### src/verilog/color_pkg.sv
`default_nettype none

package color_pkg;

    // Raster timing, clk_read cycles per line and lines per frame
    localparam int H_ACTIVE     = 160;
    localparam int H_SYNC_START = 168;
    localparam int H_SYNC_END   = 184;
    localparam int H_TOTAL      = 200;

    localparam int V_ACTIVE     = 120;
    localparam int V_SYNC_START = 122;
    localparam int V_SYNC_END   = 124;
    localparam int V_TOTAL      = 130;

    // Wishbone port
    localparam int WB_ADDR_BITS = 16;     // Word address
    localparam int WB_DATA_BITS = 32;
    localparam int WB_CTRL_BIT  = 15;     // 1 selects control/status

    typedef logic [11:0] color12_t;       // {red, green, blue}, 4 bits each
    typedef logic [7:0]  fb_x_t;
    typedef logic [6:0]  fb_y_t;
    typedef logic [7:0]  h_count_t;
    typedef logic [7:0]  v_count_t;

    typedef enum logic {FB_A, FB_B} fb_select_t;

    typedef enum logic [1:0] {
        SWAP_IDLE,
        SWAP_ARMED,       // Waiting for the picture to leave blanking
        SWAP_WAIT_BLANK,  // Waiting for blanking to begin
        SWAP_PULSE
    } swap_state_t;

    typedef struct packed {
        fb_x_t x;
        fb_y_t y;
        logic  active;
        logic  hsync;
        logic  vsync;
        logic  vblank;
    } raster_t;

    typedef struct packed {
        color12_t color;
        logic     active;
        logic     hsync;
        logic     vsync;
    } video_t;

    typedef struct packed {
        fb_x_t    x;
        fb_y_t    y;
        color12_t color;
    } pixel_write_t;

endpackage

`default_nettype wire

### src/verilog/raster_timer.sv
`default_nettype none
`timescale 1ns/1ps

module raster_timer (
    input  wire logic          clk_read,
    input  wire logic          rst,
    output color_pkg::raster_t raster
);

    color_pkg::h_count_t h_count;
    color_pkg::v_count_t v_count;
    logic                h_last;
    logic                v_last;

    assign h_last = (h_count == color_pkg::h_count_t'(color_pkg::H_TOTAL - 1));
    assign v_last = (v_count == color_pkg::v_count_t'(color_pkg::V_TOTAL - 1));

    always_ff @(posedge clk_read or posedge rst) begin
        if (rst) begin
            h_count <= '0;
            v_count <= '0;
        end else begin
            if (h_last) begin
                h_count <= '0;
                if (v_last) begin
                    v_count <= '0;        // Frame wrap
                end else begin
                    v_count <= v_count + 1'b1;
                end
            end else begin
                h_count <= h_count + 1'b1;
            end
        end
    end

    // Flags straight from the counter state
    always_comb begin
        raster.x = color_pkg::fb_x_t'(h_count);   // Valid only while active
        raster.y = color_pkg::fb_y_t'(v_count);

        raster.active =
            (h_count < color_pkg::h_count_t'(color_pkg::H_ACTIVE)) &&
            (v_count < color_pkg::v_count_t'(color_pkg::V_ACTIVE));

        // 16 clocks wide
        raster.hsync =
            (h_count >= color_pkg::h_count_t'(color_pkg::H_SYNC_START)) &&
            (h_count <  color_pkg::h_count_t'(color_pkg::H_SYNC_END));

        // Two lines wide
        raster.vsync =
            (v_count >= color_pkg::v_count_t'(color_pkg::V_SYNC_START)) &&
            (v_count <  color_pkg::v_count_t'(color_pkg::V_SYNC_END));

        raster.vblank = (v_count >= color_pkg::v_count_t'(color_pkg::V_ACTIVE));
    end

endmodule

`default_nettype wire

### config.mk
export PLATFORM = sky130hd
export DESIGN_NAME = raster_timer
export DESIGN_NICKNAME = d
export VERILOG_FILES = /design/src/verilog/color_pkg.sv /design/src/verilog/raster_timer.sv
export SDC_FILE = /design/constraint.sdc
export NUM_CORES = 1
export LEC_CHECK = 0
export BUFFER_PORTS_ARGS = -buffer_cell sky130_fd_sc_hd__buf_2
export CAP_MARGIN = 10
export CORE_MARGIN = 5
export CORE_UTILIZATION = 52
export CTS_CLUSTER_SIZE = 8
export DETAILED_ROUTE_END_ITERATION = 12
export PLACE_DENSITY = 0.85
export SYNTH_ARGS = -nofsm -noshare
export SYNTH_HDL_FRONTEND = slang
export SYNTH_SLANG_ARGS = --single-unit
### constraint.sdc
create_clock -name clk_read -period 2.38 [get_ports clk_read]
set_clock_uncertainty 0.15 [all_clocks]
set_input_delay 0.476 -clock clk_read [delete_from_list [all_inputs] [get_ports clk_read]]
set_output_delay 0.476 -clock clk_read [all_outputs]
set_load 0.01 [all_outputs]
# Word level (Yosys, flattened, before mapping)
# Cells that the tools add are included.
[word_totals]
register_bits = 16
elab_cells = 18
[classes]
order_cmp = 7
n_addsub = 2
n_eq_ne = 2
n_reduce_logical = 3
mux = 2
[ops]
columns = ["operator", "count"]
rows = [
  ["adder 8 x 1 -> 8 bit (second input constant)", 2],
  ["equality test 8 bit (second input constant)", 2],
  [">= comparator 8 x 7 -> 1 bit (second input constant)", 2],
  ["< comparator 8 x 7 -> 1 bit (second input constant)", 2],
  ["< comparator 8 bit (second input constant)", 2],
  ["2-to-1 mux 8 bit", 2],
  [">= comparator 8 bit (second input constant)", 1],
  ["logical AND 1 bit", 3],
]

# Depth between registers and ports, before layout
# Gate-level depths: netlist of the first run.
[depth]
ltp_word = 2
depth_mapped = 6

# Least setup slack after synthesis of the first run
# OpenSTA, ideal clock, no wires.
[synth_path]
kind = "reg2reg"
start = "register h_count[0]"
end = "register v_count[7]"
arrival_time_ns = 1.773
setup_ns = 0.081
slack_ns = 0.375
stages_incl_launch_ff = 6
synth_period_minus_slack_ns = 2.005
cell_sequence = "dfrtp_1 ha_1 nand4b_4 or4b_4 o31a_1 a31oi_2"
[synth_between]
elab_chain_len = 1
[synth_lines]
columns = ["item", "line_no", "rtl"]
rows = [
  ["start, declared", "raster_timer.sv:10", "color_pkg::h_count_t h_count;"],
  ["start signal, assigned", "raster_timer.sv:31", "h_count <= h_count + 1'b1;"],
  ["equality test 8 bit", "raster_timer.sv:15", "assign h_last = (h_count == color_pkg::h_count_t'(color_pkg::H_TOTAL - 1));"],
  ["end signal, assigned", "raster_timer.sv:28", "v_count <= v_count + 1'b1;"],
  ["end, declared", "raster_timer.sv:11", "color_pkg::v_count_t v_count;"],
]
# No other way between the ends.
# A chain may end at the register's enable or synchronous reset.

==> flow_results.org, run 1 <==
** Status
- The flow ran to the end, and the final reports show no timing, DRC or antenna violations.

** CTS
- CTS built an H-tree with a depth of 1.
- In this run the clock root is driven by a sky130_fd_sc_hd__clkbuf_4.
- Hold_buf cts :: 0
- The clock passes through at most 2 buffers.
- Clock latency of the later-clocked register in the worst-skew pair :: roughly 0.28 ns
- Clock tree synthesis inserted a total of 3 buffers.
- CTS saw 16 sinks.
- Buffers added to address setup during post-CTS repair amount to 0.
- Number of gates given a new drive strength after cts :: 0
- TritonCTS clock tree :: yes
- Clock slew at the register clock pins of the worst setup and hold paths :: 0.10 ns

** Final layout
- Proportion of layout cells with a drive suffix above 1 :: between 20% and 30%
- Filler Cell Count :: 152
- The number of antenna diodes in the final layout is 0.
- Number of nets in the layout :: 113
- After the flow finishes, the layout carries non-filler instances totaling 130.
- Cells fill 60.4% of the core in the end.
- The library cell used most frequently in the layout, excluding fill and tap cells, is sky130_fd_sc_hd__buf_2.
- Area growth from synthesis to final layout :: 11.3%
- Leading cell types in the layout, fill and taps excluded :: sky130_fd_sc_hd__buf_2 (20), sky130_fd_sc_hd__dfrtp_1 (16), sky130_fd_sc_hd__nand3_1 (6), sky130_fd_sc_hd__o21ai_0 (6)

** Yosys
- Distinct cell type count after synthesis :: 29
- The mapped netlist covers 927 um2.
- Synthesized netlist net count :: 98
- Sequential cells were found to cover 43.2% of the synthesized design area.
- After synthesis the netlist holds a flip-flop and latch count of 16.
- Mean instance size in the synthesized netlist :: between 10 and 15 um2
- Number of warnings printed during yosys synthesis :: 0
- Gate count of the mapped netlist :: slightly above 90

** Drt
- TritonRoute pass-1 iters :: 4
- For this run, design rule violations remaining after detail routing come to 0.
- Vias :: 724
- Once detail routing completed, the nets flagged for antenna violations numbered 0.
- Vias per inst :: 5.57
- In this run, the number of DRC markers left after iteration 0 of detailed routing was 23.
- For this block, the routed nets add up to 1820 um of wire.
- Detailed-route wire length per cell :: 14.0 um

** Timing
- The worst path needs roughly 2.1 ns of the cycle, external delays included.
- Hold Violations, Final :: 0
- Hold Worst Slack :: approximately 0.083 ns
- Setup violations remaining at the end of the flow were counted as 0.
- Fin Setup TNS :: 0 ns
- Period Utilization, post-route :: 89.9%
- Worst rel slew slack :: 61.1%
- Final Max Tran Viols :: 0
- Once routing completed, OpenROAD measured the worst setup slack at ~0.24 ns.
- Slew of the pin with the lowest slew margin :: 0.584 ns
- Unrepaired setup endpoints after global routing :: false
- Highest attainable clock frequency :: 467 MHz

** GRT
- Via count of the first global-routing pass :: about 660
- The total overflow left after global routing is 0.
- GR Util All Layers :: 15.5%
- The first global-routing pass estimated 3130 um of wire.
- Entering global routing, the biggest net connects 17 pins.
- Initial antenna violation count :: 0

** Floorplanning
- Die area :: 0.00273 mm2
- The core region is 0.00171 mm2.
- Number of top-level pins :: 21
- Initial standard-cell utilization of the core :: 54.3%
- The die is between 50 and 60 um tall.
- Die X :: between 50 and 60 um
- The floorplan has 15 rows.

** Critical path
- Traced cell by cell, the critical path runs through and3_1 -> nand2_1 -> nor4_1 -> buf_2.
- Reg-to-Reg Start :: h_count[0]
- The worst register-to-register path ends at v_count[7].
- Among cell families on the critical path, the largest total delay comes from simple AND/OR/NAND/NOR gates.
- Slack of the worst reg-to-reg path :: 0.34 ns
- STA classifies the critical path startpoint as a flop.
- In this run the worst path has a maximum fanout of 6.
- The worst setup path is captured at an output port.
- Largest stage delay, worst path :: 0.44 ns
- The slowest stage of the critical path is the sky130_fd_sc_hd__dfrtp_1 cell.
- Critical path class :: reg -> out
- For the worst setup path, the data required time is around 1.8 ns.
- Path depth of the worst reg2reg path :: 5
- The number of buffers and inverters on the critical path is 1.
- Critical path arrival :: 1.51 ns

** Pwr
- Static power due to leakage :: 0.000563 uW
- Pwr Density :: ~440 mW/mm2
- The worst-case IR drop observed on VDD is approximately 0.31 mV.

** Placed design
- The wire-length estimate of the detail-placed layout is 1320 um.
- Number of placed instances, taps included :: roughly 130
- Count of input and output buffers :: 20
- Worst setup timing slack at the placement stage :: roughly 0.35 ns
- At the end of routability-driven placement, the weighted congestion stood at slightly above 0.9.

** Job
- The tool flagged a number of max-cap violations equal to 0.

** Worst hold path
- Hold WC Path Type :: in -> async
-- state kept, by name (all words and copies together), names as in the netlist --
| register | flops |
|---|---|
| h_count | 8 |
| v_count | 8 |
-- per-layer routing --
layer	share of wire [%]	GRT usage [%]	wire, um	vias up
met2	47	23.8	862	25
li1	-	-	-	343
met5	0	0	0	-
met3	5.5	3.70	101	4
met4	1.5	6.38	27	0
met1	46	20.9	831	352
-- logic make-up after synthesis --
family / count (synthesis) / share of synthesized area [%]
simple gates: 30 / 21.2
buf+inv: 16 / 9.58
flops: 16 / 43.2
compound gates: 15 / 10.7
xor+xnor: 8 / 7.56
fa+ha+maj: 5 / 6.75
mux: 1 / 1.08
-- synth_stat cells (all sizes together) --
library cell / count / share of area [%]
and4b: 1 / 1.1
nor4: 1 / 0.68
nand3: 6 / 3.2
xnor2: 3 / 2.8
nor2: 5 / 2.0
nand4: 3 / 2.0
mux2i: 1 / 1.1
a21oi: 3 / 1.6
ha: 5 / 6.7
nor2b: 1 / 0.68
a41o: 1 / 1.2
nor4b: 1 / 1.6
clkbuf: 2 / 0.81
o31a: 1 / 0.94
dfrtp: 16 / 43
nor3: 2 / 1.1
o21ai: 6 / 3.2
inv: 5 / 2.0
buf: 9 / 6.7
a31oi: 3 / 2.7
nand4b: 1 / 2.6
or4b: 1 / 1.5
and3: 5 / 3.5
xor2: 5 / 4.7
a211o: 1 / 0.94
nand2: 3 / 1.2
-- worst register-to-register path, delay by kind of cell (launching register included) --
| kind | cells | cell delay, ns |
|---|---|---|
| DFF | 1 | 0.40 |
| AOI/OAI and AO/OA | 2 | 0.45 |
| and+or+nand+nor | 2 | 0.69 |
| adders and majority gates | 1 | 0.29 |
-- cell type report --
type / count / area (um2) / share of cell area (%)
Clock buffer: 4 / 36.3 / 3.52
Inverter: 5 / 18.8 / 1.82
Multi-Input combinational cell: 59 / 438 / 42.4
Sequential cell: 16 / 400 / 38.8
Tap cell: 25 / 31.3 / 3.03
Timing Repair Buffer: 21 / 108 / 10.4
-- worst max path at each step --
stage / start / to / slack [ns] / cells past startpoint
final: v_count[3] / raster[1] / 0.24 / 4
after global routing: v_count[3] / raster[1] / 0.10 / 4
after CTS: v_count[3] / raster[1] / 0.23 / 4
after detailed placement: h_count[0] / v_count[7] / 0.35 / 5
after global placement: h_count[0] / v_count[7] / 0.40 / 5
after floorplan: h_count[0] / v_count[7] / 0.38 / 5
-- metrics by stage --
step / power [uW] / cell area, um2
after detailed placement: 283 / 996
after CTS: 461 / 1030
after floorplan: 281 / 927
after global routing: 479 / 1030
after global placement: 283 / 996
final: 458 / 1030
-- power breakdown --
| group | total [uW] | switching [uW] | internal (uW) | leakage (uW) |
|---|---|---|---|---|
| Clock | 181 | 87.6 | 93.1 | 0.0000210 |
| Sequential | 272 | 0 | 272 | 0.000209 |
| Combinational | 5.71 | 5.04 | 0.664 | 0.000333 |
(Power assumes the default switching activity.)
==> run 2, diff against run 1 <==
==> config.mk (replaced) <==
export PLATFORM = sky130hd
export DESIGN_NAME = raster_timer
export DESIGN_NICKNAME = d
export VERILOG_FILES = /design/src/verilog/color_pkg.sv /design/src/verilog/raster_timer.sv
export SDC_FILE = /design/constraint.sdc
export NUM_CORES = 1
export LEC_CHECK = 0
export CAP_MARGIN = 10
export CORE_MARGIN = 5
export CORE_UTILIZATION = 60
export CTS_CLUSTER_SIZE = 8
export DETAILED_ROUTE_END_ITERATION = 12
export DONT_BUFFER_PORTS = 1
export PLACE_DENSITY = 0.84
export SYNTH_ARGS = -nofsm -noshare
export SYNTH_HDL_FRONTEND = slang
export SYNTH_SLANG_ARGS = --single-unit
==> run 2 against run 1 <==
  * Combinational power increased by 12%
  * Critical endpoint unchanged
  * Highest routed layer unchanged
  * Largest cell class unchanged
  * Fmax is 4.7% lower
  * Worst hold slack better by 0.31 ns
  * Cell area decreased by 9.0%
  * Wire length fell by 2.4%
  * Critical path type unchanged
==> flow_results.org, run 2 (synthesis gave the netlist of run 1 again) <==
** Critical path
- Of all nets on the critical path, the largest fanout is 5.
- Critical path class :: reg -> out
- Data arrives at the worst endpoint at 1.62 ns.
- STA classifies the critical path startpoint as a flop.
- Worst EP required :: 1.75 ns
- The worst register-to-register path begins at h_count[0].
- Kind of end point of the critical path :: output port
- The critical path starts at v_count[4].

** Pwr
- Static power due to leakage :: 0.000474 uW
- Clock power frac :: about 40%
- Dividing total power by cell area gives a power density of 492 mW/mm2.
- Switching power :: 95.9 uW
- The design draws about 460 uW.
- Combinational cells account for 1.4% of the total power.
- The internal power of the cells totals 366 uW.
- Fraction of power spent switching nets :: ~21%
- IR analysis of the VDD net gives a maximum drop of 0.285 mV.
- Reg power frac :: approximately three fifths

** CTS
- After clock tree synthesis, the clock-pin slew on the worst setup and hold paths is around 0.1 ns.
- TritonCTS built the clock tree.
- Clock latency of the later-clocked register in the worst-skew pair :: around 0.29 ns
- Number of CTS-inserted buffers :: 3
- Bufs on Longest Clock Path :: 2
- The clock net in this run drives a total of 16 sinks.
- Clock root buffer :: sky130_fd_sc_hd__clkbuf_4
- Total number of H-tree levels :: 1

** Placed design
- At the end of routability-driven placement, the weighted congestion stood at 0.873.
- Cell area after placement :: 892 um2
- Count of input and output buffers :: 0
- Once detailed placement completed, the half-perimeter wirelength came to approximately 1300 um.

** Timing
- Based on the critical path, the design can be clocked at up to 445 MHz.
- Slew of the pin with the lowest slew margin :: 0.600 ns
- The number of pins with negative max-slew slack in the final report is 0.
- Setup repair after global routing left no endpoint under its margin.
- Period Utilization, post-route :: 94.4%
- Hold Violations, Final :: 0
- After routing, the total negative slack on setup checks comes to 0 ns.
- Worst rel slew slack :: roughly three fifths
- Number of setup violations in the final report :: 0
- After layout, the minimum clock period comes to roughly 2.2 ns.

** Final layout
- Leading cell types in the layout, fill and taps excluded :: sky130_fd_sc_hd__dfrtp_1 (15), sky130_fd_sc_hd__nand3_1 (6), sky130_fd_sc_hd__o21ai_0 (6)
- 0 antenna diodes ended up in the layout.
- Most frequent standard cell in the layout excluding fill and tap cells :: sky130_fd_sc_hd__dfrtp_1
- Regs by FF count :: h_count (8), v_count (8)
- In the final layout, the share of cells above drive strength 1 is 14.9%.
- Number of nets in the layout :: 95
- End-of-flow core utilization :: a little over three fifths
- Relative to the synthesized area, the layout overhead comes to 1.35%.
- Final Cell Area :: ~940 um2

** Drt
- Detailed-route wire length per cell :: between 15 and 20 um
- DRC :: 0
- Using the TritonRoute via totals, the vias-per-cell ratio works out to 6.44.
- Before antenna repair, the detailed router went through 4 iterations.
- In this run, the number of DRC markers left after iteration 0 of detailed routing was 8.
- Final antenna-violating net count :: 0
- The routed layout has 663 vias.
- The final layout contains routed wiring with a total length of roughly 1800 um.

** Worst hold path
- Hold WC Path Type :: reg -> reg
- Worst Min Path Start :: h_count[0]

** GRT
- Initial antenna violation count :: 0
- Pin count of the biggest net entering global routing :: 17
- GR Util All Layers :: between 10% and 20%
- Via count of the first global-routing pass :: roughly 650
- Summed over all layers, the global routing overflow is 0.
- First-pass GRT wire length :: 3050 um

** Floorplanning
- From left edge to right edge, the die measures approximately 49 um.
- After floorplanning, the core was sized to cover around 0.0015 mm2.
- Number of top-level pins :: 21
- Initial standard-cell utilization of the core :: about 62%
- In this run the vertical extent of the chip is approximately 49 um.
- The die covers 0.00243 mm2.
- The floorplan has 14 rows.

** Job
- Max-cap violations in this run came to 0.

** Status
- The run finished with clean final reports.
==> run 2: cell types whose count changed in the layout (fill, tap and decap cells not counted) <==
cell                            delta
sky130_fd_sc_hd__dfrtp_1           -1
sky130_fd_sc_hd__dfrtp_2           +1
sky130_fd_sc_hd__buf_4             +1
sky130_fd_sc_hd__dlygate4sd3_1     +1
sky130_fd_sc_hd__buf_2            -20
==> run 2: cell type report <==
cell class	count	area, um2
Multi-Input combinational cell	59	438
Tap cell	16	20.0
Clock buffer	4	36.3
Sequential cell	16	402
Fill cell	109	549
Inverter	5	18.8
Timing Repair Buffer	3	25.0
==> run 2: path summary, 6_finish.rpt <==
check / end / cells past startpoint / slack, ns
min in group asynchronous: v_count[1] / 2 / 0.53
max in group asynchronous: v_count[3] / 2 / 1.13
max: raster[1] / 4 / 0.13
min: h_count[0] / 1 / 0.39
max reg2reg: v_count[5] / 5 / 0.23
min reg2reg: h_count[0] / 1 / 0.39
==> run 2: routing by layer <==
layer | part of all wire (%) | wire, um | vias up | GRT usage, %
li1 | - | - | 307 | -
met2 | 48 | 858 | 20 | 25.3
met4 | 1.9 | 34 | 0 | 8.07
met5 | 0 | 0 | - | 0
met3 | 8.7 | 155 | 6 | 7.34
met1 | 41 | 731 | 330 | 18.2
==> run 2: power groups by stage <==
stage	registers (uW)	logic [uW]	clock network, uW
floorplan	277	4.10	0
global placement	277	5.46	0
detailed placement	277	5.73	0
CTS	272	6.94	188
global route	272	7.75	203
finish	272	6.39	184
==> run 2: metrics by stage <==
| step | cells | worst slack (ns) | hold WS (ns) |
|---|---|---|---|
| 6_report | 103 | 0.133 | 0.394 |
| 3_3_place_gp | 98 | 0.321 | 0.310 |
| 2_1_floorplan | 91 | 0.375 | 0.240 |
| 4_1_cts | 103 | 0.124 | 0.401 |
| 3_5_place_dp | 98 | 0.254 | 0.324 |
| 5_1_grt | 103 | 0.00280 | 0.426 |
==> run 2: critical path, stage by stage, from the launching register on <==
cell                      delay [ns]
sky130_fd_sc_hd__dfrtp_1        0.49
sky130_fd_sc_hd__and3_1         0.24
sky130_fd_sc_hd__nand2_1        0.16
sky130_fd_sc_hd__nor4_1         0.27
sky130_fd_sc_hd__buf_4          0.17
==> run 2: repair_timing <==
item,4_1_cts,5_1_grt
setup endpoints to repair,0,1
resized for setup,0,1
endpoints found under the hold margin,9,0
setup buffers,0,0
hold buffers,1,0
==> run 3, diff against run 2 <==
--- a/config.mk
+++ b/config.mk
@@ -5,6 +5,7 @@
 export SDC_FILE = /design/constraint.sdc
 export NUM_CORES = 1
 export LEC_CHECK = 0
+export ABC_AREA = 1
 export CAP_MARGIN = 10
 export CORE_MARGIN = 5
 export CORE_UTILIZATION = 60
==> run 3 against run 2 <==
  * Clock power increased by 3%
  * Register-to-register slack improved by 0.55 ns
  * Setup slack improved by 0.045 ns
  * Count of clock-buffer cells in the layout unchanged
  * Sequential share of layout area decreased by 2.7 points
  * Wire length increased by 4.4%
  * Largest cell class unchanged
  * Largest power group unchanged
  * Synthesized area increased by 8.0%
  * Final cell count increased by 33%
  * Fmax increased by 2.1%
  * Critical endpoint unchanged
==> flow_results.org, run 3 <==
** Final layout
- Proportion of layout cells with a drive suffix above 1 :: 9.09%
- Diodes inserted :: 0
- Regs by FF count :: h_count (8), v_count (8)
- Area growth from synthesis to final layout :: -0.125%
- After the last flow step, the layout net total stands at 129.
- Leading cell types in the layout, fill and taps excluded :: sky130_fd_sc_hd__nand2_1 (23), sky130_fd_sc_hd__inv_1 (17), sky130_fd_sc_hd__nor2_1 (16), sky130_fd_sc_hd__dfrtp_1 (16), sky130_fd_sc_hd__nand3_1 (13)
- Most frequent standard cell in the layout excluding fill and tap cells :: sky130_fd_sc_hd__nand2_1
- End-of-flow core utilization :: 64.9%

** Drt
- Vias :: 769
- Vias per inst :: 5.61
- Dividing the detail-routed wire length by the instance count gives 13.6 um.
- Final antenna-violating net count :: 0
- Final WL :: around 1900 um
- TritonRoute pass-1 iters :: 4
- 1st-iter DRT viols :: 22
- For this run, design rule violations remaining after detail routing come to 0.

** Yosys
- Sequential fraction of the synthesis area :: 40.0%
- The synthesized design devotes to its leading area cell type 40.0% of total area.
- Of all cell types, the one taking the most synthesized area is sky130_fd_sc_hd__dfrtp_1.
- Synthesis inferred 16 register bits.
- Library cell with the highest instance count after synthesis :: sky130_fd_sc_hd__nand2_1
- Area fraction in compound gates after synthesis :: 4.88%
- In this run, synthesis inferred 0 flip-flops with an integrated enable.
- Simple-gate share of the synthesized area :: around 30%
- Counting every instance in the synthesized netlist gives 124.
- Synthesized netlist net count :: ~130
- Mean instance size in the synthesized netlist :: slightly above 8 um2
- Leading post-synthesis cells by cell area :: sky130_fd_sc_hd__dfrtp_1 (40%), sky130_fd_sc_hd__nand2_1 (8.6%), sky130_fd_sc_hd__nand3_1 (6.5%), sky130_fd_sc_hd__inv_1 (6.4%), sky130_fd_sc_hd__ha_1 (6.3%)
- Most used DFF post-synth :: sky130_fd_sc_hd__dfrtp_1
- Post-Synth Adder-Cell Area :: 6.25%
- Combinational family with the most area after synthesis :: simple AND/OR/NAND/NOR gates
- The netlist uses 23 different library cells.
- Top cells by instance count after synthesis :: sky130_fd_sc_hd__nand2_1 (23), sky130_fd_sc_hd__inv_1 (17), sky130_fd_sc_hd__dfrtp_1 (16), sky130_fd_sc_hd__nor2_1 (16), sky130_fd_sc_hd__nand3_1 (13)
- In this run the cell area of the synthesized design comes to 0.00100 mm2.
- Multiplexer area fraction after synthesis :: 0%
- Post-synthesis xor/xnor area fraction :: under 10%
- Ys async rst share :: 100%
- Number of warnings printed during yosys synthesis :: 0

** Critical path
- The setup path with the least slack is of type reg -> out.
- Maximum net fanout on the critical path :: 6
- Critical path arrival :: 1.58 ns
- STA puts the critical path data required time at 1.75 ns.
- The worst setup path is captured at an output port.
- Type of element launching the critical path :: flop

** Timing
- Worst rel slew slack :: 58.9%
- Slew of the pin with the lowest slew margin :: approximately 0.62 ns
- Final Max Tran Viols :: 0
- The final-report hold violation count came to 0.
- After layout, the minimum clock period comes to around 2.2 ns.
- Of the available clock period, the critical path in the final layout requires 92.5%.
- Derived from the worst setup path, the maximum achievable clock frequency is 454 MHz.
- Unrepaired setup endpoints after global routing :: false
- Fin Setup TNS :: 0 ns
- Setup violations remaining at the end of the flow were counted as 0.

** CTS
- TritonCTS clock tree :: yes
- In this run the number of H-tree levels came out at 1.
- Number of gates given a new drive strength after cts :: 0
- After clock tree synthesis, the clock-pin slew on the worst setup and hold paths is ~0.10 ns.
- Number of CTS-inserted buffers :: 3
- Clock root buffer :: sky130_fd_sc_hd__clkbuf_4
- Counting along the longest clock path gives a buffer depth of 2.
- Clock latency on the worst-skew pair, taken at its later pin, is approximately 0.3 ns.
- The clock drives 16 sinks.

** Floorplanning
- Die area :: 0.00259 mm2
- In this run the core area contains 14 standard-cell rows.
- Measured along the x axis, the die boundary spans 50.8 um.
- 21 I/O pins were placed.
- The floorplan step set the die height to 50.8 um.
- Area inside the core boundary :: 0.00154 mm2
- For this configuration, the core starts out at a cell density of approximately 65%.

** Pwr
- Power comes to 467 uW.
- Static power due to leakage :: around 0.00053 uW
- Max VDD drop :: 0.283 mV
- For this design the ratio of total power to cell area is 468 mW/mm2.

** Placed design
- Weighted congestion at the end of routability-driven global placement :: 0.828
- The wire-length estimate of the detail-placed layout is roughly 1400 um.
- Count of input and output buffers :: 0

** GRT
- Via count of the first global-routing pass :: 729
- The number of antenna violations at the first check in global routing was 0.
- The first global-routing pass estimated approximately 3200 um of wire.
- Pin count of the biggest net entering global routing :: 18
- Global-route congestion overflow total :: 0
- Global routing used 15.6% of the available tracks.

** Status
- Status :: finished, final reports clean

** Job
- Max-capacitance violation count :: 0

** Worst hold path
- Hold WC Path Type :: reg -> reg
[run 3: kinds of logic (layout without fill, tap and decap cells)]
logic type | Yosys count | after routing
fa+ha+maj | 5 | 5
simple gates | 61 | 61
compound gates | 9 | 9
flops | 16 | 16
xor+xnor | 6 | 6
buf+inv | 27 | 24
[run 3: critical path: stages (launching register included)]
cell	delay (ns)
sky130_fd_sc_hd__dfrtp_1	0.49
sky130_fd_sc_hd__inv_1	0.17
sky130_fd_sc_hd__ha_1	0.17
sky130_fd_sc_hd__nand3_1	0.07
sky130_fd_sc_hd__a211oi_1	0.38
[run 3: worst paths after layout]
path	from	end	slack (ns)	cells after the start
worst max-delay path	v_count[0]	raster[1]	0.18	4
worst min-delay path	v_count[7]	v_count[7]	0.39	2
worst max register to register	h_count[0]	v_count[3]	0.78	5
worst min register to register	v_count[7]	v_count[7]	0.39	2
max in group asynchronous	rst	h_count[6]	1.15	2
min in group asynchronous	rst	v_count[0]	0.53	2
[run 3: power by group]
part,switching (uW),internal [uW],leakage (uW)
sequential,0,272,0.000209
clock,95.9,93.4,0.0000210
combinational,5.33,1.20,0.000304
total,101,366,0.000534
[run 3: layout make-up]
type | count | area [um2]
Sequential cell | 16 | 400
Tap cell | 16 | 20.0
Fill cell | 136 | 542
Multi-Input combinational cell | 81 | 460
Clock buffer | 4 | 36.3
Timing Repair Buffer | 1 | 10.0
Inverter | 19 | 72.6
[run 3: what timing repair did]
action	4_1_cts	5_1_grt
hold buffers	1	0
hold endpoints to repair	7	0
setup buffers	0	0
endpoints found under the setup margin	0	0
[run 3: stage by stage]
stage | hold WS, ns | area, um2 | worst slack (ns) | std cells
floorplan | 0.240 | 1000 | 0.661 | 124
global placement | 0.324 | 953 | 0.529 | 132
detailed placement | 0.322 | 953 | 0.484 | 132
CTS | 0.395 | 1000 | 0.162 | 137
global route | 0.438 | 1000 | 0.0619 | 137
finish | 0.387 | 1000 | 0.178 | 137
[run 3: per-layer routing]
layer	GRT usage (%)	part of all wire [%]
met1	21.2	47
met2	24.0	45
met3	4.07	6.4
met4	5.11	1.8
met5	0	0
