[src/verilog/color_pkg.sv]
`default_nettype none

package color_pkg;

    // Raster timing, clk_read cycles per line and lines per frame
    localparam int H_ACTIVE     = 160;
    localparam int H_SYNC_START = 168;
    localparam int H_SYNC_END   = 184;
    localparam int H_TOTAL      = 200;

    localparam int V_ACTIVE     = 120;
    localparam int V_SYNC_START = 122;
    localparam int V_SYNC_END   = 124;
    localparam int V_TOTAL      = 130;

    // Wishbone port
    localparam int WB_ADDR_BITS = 16;     // Word address
    localparam int WB_DATA_BITS = 32;
    localparam int WB_CTRL_BIT  = 15;     // 1 selects control/status

    typedef logic [11:0] color12_t;       // {red, green, blue}, 4 bits each
    typedef logic [7:0]  fb_x_t;
    typedef logic [6:0]  fb_y_t;
    typedef logic [7:0]  h_count_t;
    typedef logic [7:0]  v_count_t;

    typedef enum logic {FB_A, FB_B} fb_select_t;

    typedef enum logic [1:0] {
        SWAP_IDLE,
        SWAP_ARMED,       // Waiting for the picture to leave blanking
        SWAP_WAIT_BLANK,  // Waiting for blanking to begin
        SWAP_PULSE
    } swap_state_t;

    typedef struct packed {
        fb_x_t x;
        fb_y_t y;
        logic  active;
        logic  hsync;
        logic  vsync;
        logic  vblank;
    } raster_t;

    typedef struct packed {
        color12_t color;
        logic     active;
        logic     hsync;
        logic     vsync;
    } video_t;

    typedef struct packed {
        fb_x_t    x;
        fb_y_t    y;
        color12_t color;
    } pixel_write_t;

endpackage

`default_nettype wire

[src/verilog/swap_sequencer.sv]
`default_nettype none
`timescale 1ns/1ps

module swap_sequencer (
    input  wire logic clk_write,
    input  wire logic rst,
    input  wire logic swap_request,
    input  wire logic vblank,        // From the clk_read domain
    output logic      swap_busy,
    output logic      swap
);

    color_pkg::swap_state_t state;
    color_pkg::swap_state_t state_next;

    logic vblank_meta;
    logic vblank_sync;

    // Two-flop synchroniser for vblank
    always_ff @(posedge clk_write or posedge rst) begin
        if (rst) begin
            vblank_meta <= 1'b0;
            vblank_sync <= 1'b0;
        end else begin
            vblank_meta <= vblank;
            vblank_sync <= vblank_meta;
        end
    end

    always_ff @(posedge clk_write or posedge rst) begin
        if (rst) begin
            state <= color_pkg::SWAP_IDLE;
        end else begin
            state <= state_next;
        end
    end

    always_comb begin
        state_next = state;
        unique case (state)
            color_pkg::SWAP_IDLE: begin
                if (swap_request) begin
                    state_next = color_pkg::SWAP_ARMED;
                end
            end
            color_pkg::SWAP_ARMED: begin
                // A request inside blanking waits for the next one
                if (!vblank_sync) begin
                    state_next = color_pkg::SWAP_WAIT_BLANK;
                end
            end
            color_pkg::SWAP_WAIT_BLANK: begin
                if (vblank_sync) begin
                    state_next = color_pkg::SWAP_PULSE;
                end
            end
            color_pkg::SWAP_PULSE: begin
                state_next = color_pkg::SWAP_IDLE;
            end
            default: begin
                state_next = color_pkg::SWAP_IDLE;
            end
        endcase
    end

    // Requests outside IDLE are absorbed
    assign swap_busy = (state != color_pkg::SWAP_IDLE);
    assign swap      = (state == color_pkg::SWAP_PULSE);

endmodule

`default_nettype wire

[config.mk]
export PLATFORM = sky130hd
export DESIGN_NAME = swap_sequencer
export DESIGN_NICKNAME = d
export VERILOG_FILES = /design/src/verilog/color_pkg.sv /design/src/verilog/swap_sequencer.sv
export SDC_FILE = /design/constraint.sdc
export NUM_CORES = 1
export LEC_CHECK = 0
export BUFFER_PORTS_ARGS = -buffer_cell sky130_fd_sc_hd__buf_4
export CAP_MARGIN = 20
export CORE_AREA = 2 2 39 41
export CTS_CLUSTER_DIAMETER = 60
export DETAILED_ROUTE_END_ITERATION = 6
export DIE_AREA = 0 0 41 43
export GPL_TIMING_DRIVEN = 0
export RECOVER_POWER = 25
export SETUP_SLACK_MARGIN = 0.3
export SLEW_MARGIN = 20
export SYNTH_ARGS = -nofsm -noshare
export SYNTH_HDL_FRONTEND = slang
export SYNTH_SLANG_ARGS = --single-unit
export TNS_END_PERCENT = 30
[constraint.sdc]
create_clock -name clk_write -period 2.5 [get_ports clk_write]
set_clock_uncertainty 0.15 [all_clocks]
set_input_delay 0.375 -clock clk_write [delete_from_list [all_inputs] [get_ports clk_write]]
set_output_delay 0.375 -clock clk_write [all_outputs]
set_load 0.05 [all_outputs]
# Word-level counts from Yosys, hierarchy flattened
# Index checks and enable logic that the tools add are counted.
[word_totals]
ff_bits = 4
latch_bits = 0
ram_bits = 0
romBits = 0
in_bits = 4
out_inout_bits = 2
elab_cells = 16
n_memories = 0
[op_classes]
add_sub_neg = 0
n_mul = 0
div_mod_pow = 0
order_cmp = 0
eq_ne = 6
n_shift = 0
mux = 4
n_bitwise = 0
reduce_logical = 3
[op_table]
columns = ["cell", "count"]
rows = [
  ["$pmux 2 s4", 1],
  ["$mux 2", 3],
  ["$ne 2x2->1 const B", 3],
  ["$eq 2x2->1 const B", 2],
  ["$reduce_and 3->1", 1],
  ["$eq 2x1->1 const B", 1],
  ["$logic_not 2->1", 1],
  ["$reduce_bool 2->1", 1],
]

# Depth between registers and ports, before layout
# Gate-level depths: netlist of the first run.
[depth]
depth_word = 3
mapped_depth = 5
mapped_depth_nobuf = 5

# Least setup slack after synthesis of the first run
# No wires, ideal clock.
[synth_path]
kind = "flip-flop to flip-flop"
startpoint = "register state[0]"
endpoint = "register state[1]"
setup_ps = 125
arrival_ps = 1552
path_slack_ps = 673
path_stages_with_launch = 6
path_buffers = 0
cell_sequence = "dfrtp_1 inv_1 ha_1 inv_1 o221a_1 mux2_4"
[synth_between]
elab_chain_len = 3
elab_cells_between_ends = 9
classes_between = "eq/ne: 6; mux: 1; reduce/logical: 2"
[synth_rtl]
columns = ["item", "line", "rtl"]
rows = [
  ["from (decl)", "swap_sequencer.sv:13", "color_pkg::swap_state_t state;"],
  ["from (signal assigned)", "swap_sequencer.sv:32", "state <= color_pkg::SWAP_IDLE;"],
  ["from (signal assigned)", "swap_sequencer.sv:34", "state <= state_next;"],
  ["$eq 2x1->1 (tied with other cells)", "swap_sequencer.sv:40", "unique case (state)"],
  ["$ne 2x2->1 (no source line)", "-", ""],
  ["$reduce_and 3->1 (no source line)", "-", ""],
]
# Several ways; a longest one is shown, not always the timed one.
# A chain may end at the register's enable or synchronous reset.

# Worst setup path in the final report of the first run
[layout_path]
startpoint = "register state[0]"
endpoint = "output port swap_busy"
[layout_between]
elab_chain_len = 1
[layout_rtl]
columns = ["item", "line", "rtl"]
rows = [
  ["$reduce_bool 2->1", "swap_sequencer.sv:67", "assign swap_busy = (state != color_pkg::SWAP_IDLE);"],
  ["to (decl)", "swap_sequencer.sv:9", "output logic swap_busy,"],
]
# Every way passes these cells.

==> results.md, run 1 <==
Logic synthesis:
- Of the post-synthesis cell area, the part taken by muxes is 6.630%.
- The synthesized netlist devotes 11.60% of its cell area to compound gates.
- In this run, synthesis produced a sequential element count of 4.
- The number of nets in the synthesized netlist is 28.
- The cell area that synthesis handed to floorplanning was 226.5 sq um.
- The synthesized area per cell is 11.92 sq um.
- The xor/xnor cell area share of the yosys netlist is 0%.
- The fraction of the mapped netlist area in adder cells is 27.62%.
- After synthesis, the largest family of logic cells by area is adder cells.
- The post-synthesis cell type count is 8.
- The warning count from the yosys run is 0.
- Synthesis produced 19 cells.
- The synthesized-area fraction occupied by and/or/nand/nor cells is 1.657%.
- The part of the Yosys area used for sequential elements is 44.20%.

STA:
- The final setup violation count is 0.
- Setup repair after global routing left no endpoint under its margin.
- At the pin with the least slew margin, the transition time is 0.1352 ns.
- The routed design could run at a clock period as short as 1.724 ns.
- The final critical path takes up 68.97% of the cycle.
- Setup total negative slack on the finished layout was measured at 0 ns.
- Timing would allow up to 0.5800 GHz.
- Headroom to the max-slew limit came out at 90.89%.
- The total count of max-transition violations in the final report came to 0.
- The final hold violation count was 0.

Final layout:
- The net count of the finished layout is 39.
- The area of all placed cells without fillers is 316.6 sq um.
- The sequential cell area in the final layout is 100.1 sq um.
- The count of antenna diodes in the layout is 0.
- The number of fill cells in the layout is 148.
- The area growth from synthesis to layout is 39.78%.
- In the layout the commonest cells are inv_1, ha_1, clkbuf_4, buf_4, dfrtp_1.
- The share of layout cells above drive strength 1 is 32.14%.
- The area occupied by multi-input gates is 107.6 sq um.

Clock tree:
- The TritonCTS clock tree is yes.
- The insertion delay of the later-clocked pin in the worst-skew pair is 0.23 ns.
- The clock input transition at the sequential cells of the worst setup and hold paths is 0.03 ns.
- The clock passes through at most 2 buffers.
- After clock tree synthesis, the setup repair step added 0 buffers.
- After clock tree synthesis, the flow added hold-fix buffers numbering 1.
- TritonCTS created 3 clock buffers.
- The CTS sink count is 4.
- The clock root buffer is clkbuf_4.
- Gates resized during post-CTS repair numbered 0.
- The H-tree level count is 1.

GRT:
- The total congestion overflow is 0.
- The combined global-route utilization of all metal layers is 5.455%.
- The initial antenna violation count is 0.
- Entering global routing, the biggest net connects 5 pins.
- The number of global-route vias before repair was 164.
- The first-pass GRT wire length is 600 um.

Setup path:
- The nature of the critical path startpoint is a register.
- The critical path start-end classification is reg2out.
- The worst path required time is 1.98 ns.
- Data arrives at the worst endpoint at 1.20 ns.
- STA classifies the critical path endpoint as a primary output.
- In this run the worst path has a maximum fanout of 4.

Pwr:
- Power spread over the standard cell area amounts to 1304 nW/um^2.
- The internal portion of total power is 0.2376 mW.
- In this run, the combinational gates consume 55.7% of the power.
- Of the total power, registers draw 25.5%.
- The switching component of the power is 0.1751 mW.
- The switching part of the total is 42.42%.
- The clock network accounts for 18.7% of the total power.
- VDD sags by at most 0.4530 mV.
- The total power is 0.4127 mW.
- For this design the static power due to leakage is 0.1651 nW.

Drt:
- After detailed routing, the number of remaining DRC violations is 0.
- The detail route stage leaves a number of antenna-violating nets equal to 0.
- The aggregate routed wire length is 353 um.
- The first-pass detailed-route iteration total is 2.
- The detail-routed net length per standard cell is 8.023 um.
- The via count is 156.
- The initial DRC count is 1.
- The via-per-instance ratio is 3.545.

Die:
- The height of the chip is 43 um.
- The count of boundary I/O pins is 6.
- The core region is 1384 sq um.
- The initial core utilization is 16.37%.
- The cell row count is 14.
- The floorplan die area is 1763 sq um.
- The overall die width is 41 um.

Worst hold path:
- The tightest min-delay check is of the in2reg type.

Flow run:
- Max-cap violations in this run came to 0.

Run status:
- The run finished with clean final reports.

Placed design:
- The placed standard-cell area is 284.0 sq um.
- The placer's final routability congestion estimate is 0.6309.
- The count of buffers added on input and output ports is 5.
- The sum of net half-perimeters after detailed placement is 301.3 um.
-- per-layer routing --
metal  wire (um)  share of wire, %  GRT usage, %
met5           0                 0             0
met2         185                52         8.125
met4           0                 0         2.000
met3          22               6.2         4.712
met1         145                41         5.246
-- registers in the layout, summed over array words and instances (netlist names) --
name and cells:
vblank_meta 1, state 2, vblank_sync 1
-- kinds of logic after synthesis --
group | after synthesis
buffers and inverters | 5
AO/OA/AOI/OAI | 3
adder cells (fa/ha/maj) | 5
AND/OR/NAND/NOR | 1
flip-flops | 4
multiplexers | 1
-- final timing paths --
path	startpoint	depth (start not counted)	slack (ns)	endpoint
worst max-delay path	state[0]	4	0.78	swap_busy
worst min-delay path	vblank	1	0.13	vblank_meta
worst max register to register	state[0]	5	0.90	state[1]
worst min register to register	vblank_meta	0	0.19	vblank_sync
max in group asynchronous	rst	3	1.63	state[0]
min in group asynchronous	rst	3	0.43	vblank_sync
-- power groups by stage --
stage	Combinational [mW]	Clock (mW)	Sequential (mW)
finish	0.230	0.0773	0.105
global route	0.254	0.0863	0.108
CTS	0.237	0.0817	0.105
detailed placement	0.235	0	0.107
global placement	0.229	0	0.105
floorplan	0.182	0	0.101
-- critical path: stages, from the launching register on --
cell and delay (ns):
dfrtp_1 0.39, inv_1 0.10, ha_1 0.19, inv_1 0.08, buf_4 0.20
-- per-stage QoR --
stage	util [%]	setup WS (ns)	hold slack (ns)	cells
4_1_cts	22.88	0.7472	0.09599	44
2_1_floorplan	-	0.6732	-0.008918	19
5_1_grt	22.88	0.6667	0.1153	44
3_5_place_dp	20.52	0.8837	0.1196	40
6_report	22.88	0.7759	0.1268	44
3_3_place_gp	20.52	0.9126	0.1173	40
-- synthesized netlist by cell type --
library cell  count  area (sq um)
o32a_1            1         10.01
mux2_4            1         15.01
dfrtp_1           4         100.1
inv_1             5         18.77
o221a_1           1         11.26
o21ai_0           1         5.000
nand2_1           1         3.750
ha_1              5         62.56
-- layout make-up --
class,instances,share of cell area (%)
Multi-Input combinational cell,10,33.99
Sequential cell,4,31.62
Timing Repair Buffer,6,15.02
Clock buffer,3,7.115
Tap cell,16,6.324
Inverter,5,5.929
Power figures use the tool's default switching activity.
==> run 2, diff against run 1 <==
==> constraint.sdc (replaced) <==
create_clock -name clk_write -period 1.7 [get_ports clk_write]
set_clock_uncertainty 0.15 [all_clocks]
set_input_delay 0.255 -clock clk_write [delete_from_list [all_inputs] [get_ports clk_write]]
set_output_delay 0.255 -clock clk_write [all_outputs]
set_load 0.05 [all_outputs]
==> run 2 against run 1 <==
  * Critical path depth up 1
  * Sequential power up 49%
  * Via count up 19%
  * Global-route usage up 1.6 points
  * Critical path type is now reg2reg
  * Largest cell class unchanged
==> results.md, run 2 (synthesis results as in run 1) <==
Placed design:
- The number of port buffers is 5 (unchanged).
- The worst slack after detailed placement is 0.1204 ns (-0.7633 ns).
- The placer's final routability congestion estimate is 0.6347 (+0.60%).
- The sum of net half-perimeters after detailed placement is 268 um (-11%).

GRT:
- The total congestion overflow is 0 (unchanged).
- The combined global-route utilization of all metal layers is 7.064% (+1.6 points).
- The number of global-route vias before repair is 201 (+23%).
- The first-pass GRT wire length came to 759 um (+27%).
- The maximum number of pins on one net before global-route repair is 5 (unchanged).
- The initial antenna violation count is 0 (unchanged).

Clock tree:
- The maximum buffer depth of the clock tree is 2 (unchanged).
- The clock root buffer is clkbuf_4.
- The H-tree level count was 1 (unchanged).
- The TritonCTS clock tree is yes.
- The insertion delay of the later-clocked pin in the worst-skew pair is 0.23 ns (about the same).
- The clock input transition at the sequential cells of the worst setup and hold paths is 0.04 ns (about the same).
- The CTS sink count was 4 (unchanged).
- The total clock buffers created by CTS is 3 (unchanged).

Pwr:
- The fraction of power consumed by the clock network was 15.1% (-3.6 points).
- The peak supply drop is 0.4368 mV (-3.6%).
- The part of the power in registers is 20.3% (-5.2 points).
- The power density relative to cell area was 1956 nW/um^2 (+50%).
- The leakage component of the power came to 0.1885 nW (+14%).
- The internal portion of total power is 0.4509 mW (+90%).
- The share of total power in combinational logic is 64.6% (+8.9 points).
- The switching part of the total is 41.32% (-1.1 points).
- The switching component of the power is 0.3175 mW (+81%).

Final layout:
- The number of fill cells in the layout is 148 (unchanged).
- In the layout the commonest cells are buf_4, clkbuf_4, dfrtp_1.
- The share of layout cells above drive strength 1 is 55.88% (+24 points).
- The layout net count is 45 (+15%).
- The area added between synthesis and finish is 73.48%.
- state holds more flip-flops than any other register.
- The count of antenna diodes in the layout was 0 (unchanged).
- In the final layout, the registers with the most flip-flops are state: 2 flops, vblank_meta: 1 flops, vblank_sync: 1 flops.
- The most common cell after layout, fill and taps aside is buf_4.
- The number of flip-flops in the largest register is 2 (unchanged).

Die:
- The area of the placeable core is 1384 sq um (unchanged).
- The initial core utilization came to 16.37% (unchanged).
- The floorplan die area is 1763 sq um (unchanged).
- The overall die width was 41 um (unchanged).
- The cell row count is 14 (unchanged).
- The height of the chip is 43 um (unchanged).
- The count of boundary I/O pins was 6 (unchanged).

STA:
- The worst slack on hold paths is 0.1946 ns (+0.06786 ns).
- The share of the clock period used by the worst path is 93.41%.
- The slew at the pin with the worst max-slew slack came to 0.1695 ns (+0.03434 ns).
- The worst setup margin is 0.1121 ns (-0.6638 ns).
- For the finished layout, the period the worst path requires is 1.588 ns.
- The final setup violation count is 0 (unchanged).
- Derived from the worst setup path, the maximum achievable clock frequency is 0.6297 GHz.
- Setup repair after global routing could not meet its margin everywhere.
- The total count of max-transition violations in the final report is 0 (unchanged).
- The final hold violation count was 0 (unchanged).
- The worst relative slew slack came to 88.58% (-2.3 points).

Setup path:
- The launch point of the worst reg-to-reg path is state[1].
- The terminus of the critical flop-to-flop path is state[1].
- STA classifies the critical path startpoint as a register.
- The most critical setup path has its endpoint at state[1].
- The worst setup slack for register-to-register paths came to 0.11 ns (-0.79 ns).
- The worst path required time was 1.66 ns (-0.32 ns).
- The data arrival time of the critical path is 1.55 ns (+0.35 ns).
- The capturing element type of the critical path is a register.
- The critical path start-end classification is reg2reg.
- The number of cells traversed by the worst register-to-register path came to 5 (unchanged).
- The maximum fanout encountered on the critical timing path is 4 (unchanged).
- In this run the worst setup path begins at state[1].

Drt:
- The aggregate routed wire length is 470 um (+33%).
- The via count is 186 (+19%).
- The via-per-instance ratio is 3.720 (+4.9%).
- The first-pass detailed-route iteration total came to 1 (-1).
- The initial DRC count is 0 (-1).
- The residual DRC count is 0 (unchanged).
- The detail-routed net length per standard cell is 9.400 um (+17%).
- The number of nets still failing antenna checks after routing is 0 (unchanged).

Run status:
- The flow ran to the end, and the final reports show no timing, DRC or antenna violations.

Worst hold path:
- In this run the worst hold path is classified as reg2reg.

Flow run:
- The max-capacitance violation count came to 0 (unchanged).
-- run 2: cell types whose count changed in the layout (fill, tap and decap cells not counted), sizes merged --
| cell | change |
|---|---|
| inv | -1 |
| buf | +5 |
| dlygate4sd3 | +1 |
| clkinvlp | +1 |
-- run 2: layout make-up --
cell class / count / area, sq um / area share [%]
Clock buffer: 3 / 22.52 / 5.732
Timing Repair Buffer: 12 / 95.09 / 24.20
Tap cell: 16 / 20.02 / 5.096
Sequential cell: 4 / 100.1 / 25.48
Inverter: 5 / 22.52 / 5.732
Multi-Input combinational cell: 10 / 132.6 / 33.76
-- run 2: worst min-delay path by stage --
| stage | start | endpoint | depth (start not counted) |
|---|---|---|---|
| floorplan | rst | state[0] | 1 |
| global placement | rst | vblank_meta | 2 |
| detailed placement | rst | state[0] | 2 |
| CTS | vblank_meta | vblank_sync | 0 |
| global route | vblank_meta | vblank_sync | 0 |
| finish | vblank_meta | vblank_sync | 0 |
-- run 2: repair_timing --
action / CTS / global route
hold buffers: 2 / 0
hold endpoints to repair: 5 / 0
endpoints found under the setup margin: 4 / 4
resized for setup: 2 / 0
buffers inserted: 4 / 1
pin swaps: 1 / 0
-- run 2: critical path: stages, from the launching register on --
cell,delay [ns]
dfrtp_1,0.41
buf_4,0.16
ha_4,0.15
inv_1,0.05
o221a_1,0.24
mux2_4,0.31
-- run 2: through the flow --
step                total power, mW  util, %  cell area, sq um  setup TNS, ns  std cells
floorplan                    0.4613        -             242.7       -0.05618         19
global placement             0.5335    21.70             300.3              0         40
detailed placement           0.5373    21.70             300.3              0         40
CTS                          0.7518    27.85             385.4              0         49
global route                 0.8368    28.39             392.9              0         50
finish                       0.7684    28.39             392.9              0         50
-- run 2: power groups by stage --
stage / combinational, mW / sequential [mW] / clock, mW
floorplan: 0.309 / 0.153 / 0
global placement: 0.376 / 0.158 / 0
detailed placement: 0.377 / 0.160 / 0
CTS: 0.473 / 0.154 / 0.124
global route: 0.551 / 0.160 / 0.126
finish: 0.496 / 0.156 / 0.116
-- run 2: layer usage --
metal,up-vias,wire length (um),track usage [%]
li1,93,-,-
met1,87,189,6.536
met2,6,253,10.94
met3,0,27,1.571
met4,0,0,8.000
met5,-,0,0
==> run 3, diff against run 2 <==
--- a/config.mk
+++ b/config.mk
@@ -5,10 +5,12 @@
 export SDC_FILE = /design/constraint.sdc
 export NUM_CORES = 1
 export LEC_CHECK = 0
+export ABC_AREA = 1
 export BUFFER_PORTS_ARGS = -buffer_cell sky130_fd_sc_hd__buf_4
 export CAP_MARGIN = 20
 export CORE_AREA = 2 2 39 41
 export CTS_CLUSTER_DIAMETER = 60
+export CTS_CLUSTER_SIZE = 24
 export DETAILED_ROUTE_END_ITERATION = 6
 export DIE_AREA = 0 0 41 43
 export GPL_TIMING_DRIVEN = 0
==> run 3 against run 2 <==
  * Non-clock buffer count stayed put
  * Combinational power is 11% higher
  * First-iteration DRC count is 1 higher
  * Final cell count is 18% higher
  * Clock-buffer cell count stayed put
  * Core utilization is 3.0 points higher
  * Clock power hardly changed
  * Final area is 11% higher
  * Critical path depth is 1 lower
  * Largest cell class unchanged
==> results.md, run 3 <==
Setup path:
- The critical path's slowest cell is dfrtp_1.
- The critical path start-end classification is reg2out.
- The nature of the critical path startpoint is a register.
- On the critical path the largest part of the delay comes from flip-flops.
- The count of buffering cells on the critical path with inverters included was 3 (+1).
- The data arrival time of the critical path is 1.06 ns (-0.49 ns).
- The maximum fanout encountered on the critical timing path is 3 (-1).
- STA classifies the critical path endpoint as a primary output.
- In this design, the critical path's most frequently occurring cell is inv_2.
- The largest stage delay on the critical path is 0.40 ns (about the same).
- The signal on the critical path passes through inv_2, ha_4, inv_2, buf_8.
- The worst path required time is 1.29 ns (-0.37 ns).
- The worst setup slack for register-to-register paths was 0.29 ns (+0.18 ns).

Clock tree:
- The H-tree level count is 1 (unchanged).
- The clock input transition at the sequential cells of the worst setup and hold paths is 0.04 ns (about the same).
- Clock tree synthesis selected as its root buffer the cell clkbuf_4.
- The total clock buffers created by CTS is 3 (unchanged).
- The insertion delay of the later-clocked pin in the worst-skew pair is 0.23 ns (about the same).
- The maximum buffer depth of the clock tree is 2 (unchanged).
- The CTS sink count came to 4 (unchanged).
- The TritonCTS clock tree is yes.

STA:
- The slew at the pin with the worst max-slew slack is 0.1602 ns (-0.009369 ns).
- The final hold violation count is 0 (unchanged).
- The shortest clock period the worst path allows after layout came to 1.461 ns (-0.1269 ns).
- The worst relative slew slack is 89.32% (+0.74 points).
- The final setup violation count is 0 (unchanged).
- The share of the clock period used by the worst path is 85.95% (-7.5 points).
- The maximum clock frequency was 0.6844 GHz (+8.7%).
- The final total negative setup slack is 0 ns (unchanged).
- Setup repair after global routing could not meet its margin everywhere.
- The total count of max-transition violations in the final report is 0 (unchanged).

Pwr:
- The leakage component of the power is 0.2308 nW (+22%).
- The switching component of the power is 0.3540 mW (+12%).
- The power density relative to cell area was 1890 nW/um^2 (-3.4%).
- The fraction of power consumed by the clock network came to 13.9% (-1.2 points).
- The switching part of the total was 43.14% (+1.8 points).
- The part of the power in registers was 18.7% (-1.6 points).
- The share of total power in combinational logic is 67.4% (+2.8 points).
- The peak supply drop is 0.6517 mV (+49%).
- The internal portion of total power came to 0.4665 mW (+3.5%).

Final layout:
- The count of antenna diodes in the layout is 0 (unchanged).
- The area occupied by multi-input gates is 147.6 sq um (+11%).
- In the final layout, the registers with the most flip-flops are state: 2 flops, vblank_meta: 1 flops, vblank_sync: 1 flops.
- The area added between synthesis and finish is 73.50% (about the same).
- The final cell count without fillers is 59 (+18%).
- In the layout the commonest cells are buf_4, inv_1, nand2_1.
- The number of fill cells in the layout came to 158 (+6.8%).
- The share of layout cells above drive strength 1 is 51.16% (-4.7 points).
- The most common cell after layout, fill and taps aside is buf_4.
- The area of all placed cells without fillers came to 434.2 sq um (+11%).
- The sequential cell area in the final layout came to 100.1 sq um (unchanged).
- Counting flops per register, the top entry is state.
- The layout net count came to 54 (+20%).
- The number of flip-flops in the largest register was 2 (unchanged).

Logic synthesis:
- The part of the Yosys area used for sequential elements is 40.00% (-4.2 points).
- The async set-or-reset flop fraction in the synthesized netlist is 100.0% (unchanged).
- Ranked by total cell area, the synthesized netlist is headed by dfrtp_1, ha_1, inv_1.
- The main combinational cell family by area after synthesis is adder cells.
- The net count after synthesis is 37 (+32%).
- The library cell with the highest instance count after synthesis is inv_1.
- The number of enable-type register cells in the synthesized netlist came to 0 (unchanged).
- The cell type contributing the most total cell area after synthesis is dfrtp_1.
- The synthesized-area fraction occupied by and/or/nand/nor cells is 23.00% (+21 points).
- The fraction of the mapped netlist area in adder cells came to 25.00% (-2.6 points).
- The xor/xnor cell area share of the yosys netlist came to 0% (unchanged).
- The mux contribution to synthesized area is 0% (-6.6 points).
- The share of the synthesized area in the top cell type is 40.00% (-4.2 points).
- The post-synthesis instance area is 250.2 sq um (+10%).
- The warning count from the yosys run is 0 (unchanged).
- The dominant register cell in the synthesized netlist is dfrtp_1.
- The synthesized area per cell is 8.937 sq um (-25%).
- By count the netlist is led by inv_1, nand2_1, ha_1.
- The post-synthesis cell count is 28 (+9).
- The share of the synthesized area in compound gates (AO/OA/AOI/OAI) is 0% (-12 points).
- The flop and latch count out of synthesis is 4 (unchanged).
- The post-synthesis cell type count is 7 (-1).

GRT:
- The combined global-route utilization of all metal layers is 8.283% (+1.2 points).
- The first-pass GRT wire length is 924 um (+22%).
- The initial antenna violation count was 0 (unchanged).
- The maximum number of pins on one net before global-route repair came to 5 (unchanged).
- The number of global-route vias before repair is 262 (+30%).
- The total congestion overflow is 0 (unchanged).

Placed design:
- The sum of net half-perimeters after detailed placement came to 306 um (+14%).
- The number of port buffers is 5 (unchanged).
- The placer's final routability congestion estimate is 0.6093 (-4.0%).
- The instance count after placement with tap cells included is 49 (+23%).
- The placed standard-cell area was 307.8 sq um (+2.5%).

Drt:
- The initial DRC count was 1 (+1).
- The residual DRC count came to 0 (unchanged).
- The via count is 224 (+20%).
- The aggregate routed wire length came to 504 um (+7.2%).
- The detail-routed net length per standard cell is 8.542 um (-9.1%).
- The via-per-instance ratio is 3.797 (+2.1%).
- The first-pass detailed-route iteration total is 2 (+1).
- The number of nets still failing antenna checks after routing is 0 (unchanged).

Die:
- The overall die width is 41 um (unchanged).
- The height of the chip is 43 um (unchanged).
- The floorplan die area came to 1763 sq um (unchanged).
- The initial core utilization is 18.08% (+1.7 points).
- The cell row count is 14 (unchanged).
- The count of boundary I/O pins came to 6 (unchanged).
- The area of the placeable core is 1384 sq um (unchanged).

Flow run:
- The max-capacitance violation count is 0 (unchanged).

Worst hold path:
- The tightest min-delay check is of the reg2reg type.

Run status:
- The flow ran to the end, and the final reports show no timing, DRC or antenna violations.
-- run 3: changes by cell type after synthesis --
| cell | change |
|---|---|
| mux2_4 | -1 |
| nand4_1 | +2 |
| nand2_1 | +5 |
| o32a_1 | -1 |
| o21ai_0 | -1 |
| nand2_2 | +2 |
| o221a_1 | -1 |
| inv_1 | +3 |
| nand3_2 | +1 |
-- run 3: worst reg2reg max path: stages, from the launching register on --
cell     delay (ns)
dfrtp_1        0.39
buf_6          0.13
buf_4          0.13
ha_1           0.21
nand2_2        0.09
nand3_2        0.08
nand2_1        0.06
nand2_1        0.05
-- run 3: final timing paths --
kind | startpoint | endpoint | depth (start not counted)
worst min register to register | vblank_meta | vblank_sync | 0
min in group asynchronous | rst | vblank_meta | 3
worst max-delay path | state[1] | swap_busy | 4
worst min-delay path | vblank_meta | vblank_sync | 0
max in group asynchronous | rst | state[1] | 3
worst max register to register | state[0] | state[1] | 7
-- run 3: final cells by class --
class	count	share of cell area [%]
timing repair buffer	12	26.22
sequential	4	23.05
tap	16	4.611
multi-input combinational	16	34.01
inverter	8	6.916
clock buffer	3	5.187
-- run 3: metal layers --
| metal | track usage (%) | up-vias | wire length (um) |
|---|---|---|---|
| li1 | - | 113 | - |
| met1 | 8.197 | 106 | 189 |
| met2 | 13.13 | 5 | 296 |
| met3 | 1.571 | 0 | 18 |
| met4 | 8.000 | 0 | 0 |
| met5 | 0 | - | 0 |
-- run 3: power by group through the flow --
stage	Combinational, mW	Clock (mW)	Sequential, mW
final	0.553	0.114	0.154
after global routing	0.609	0.124	0.158
after CTS	0.541	0.124	0.152
after detailed placement	0.345	0	0.155
after global placement	0.336	0	0.152
after floorplan	0.267	0	0.147
-- run 3: stage by stage --
stage	hold WS (ns)	power [mW]	setup WS (ns)	utilization [%]
floorplan	-0.1289	0.4145	0.3255	-
global placement	-0.003940	0.4874	0.3692	22.24
detailed placement	0.001907	0.4990	0.3532	22.24
CTS	0.1944	0.8169	0.2304	31.19
global route	0.2097	0.8911	0.1847	31.37
finish	0.1917	0.8205	0.2389	31.37
-- run 3: logic make-up (layout without fill, tap and decap cells) --
logic type | count (synthesis) | after routing
adder cells (fa/ha/maj) | 5 | 5
buffers and inverters | 8 | 23
flip-flops | 4 | 4
AND/OR/NAND/NOR | 11 | 11
-- run 3: repair_timing --
item,in CTS,in global routing
gates resized for setup,12,1
buffers inserted,5,0
hold buffers,2,0
pin swaps,1,1
hold endpoints to repair,5,0
endpoints found under the setup margin,2,4
gates cloned,0,0
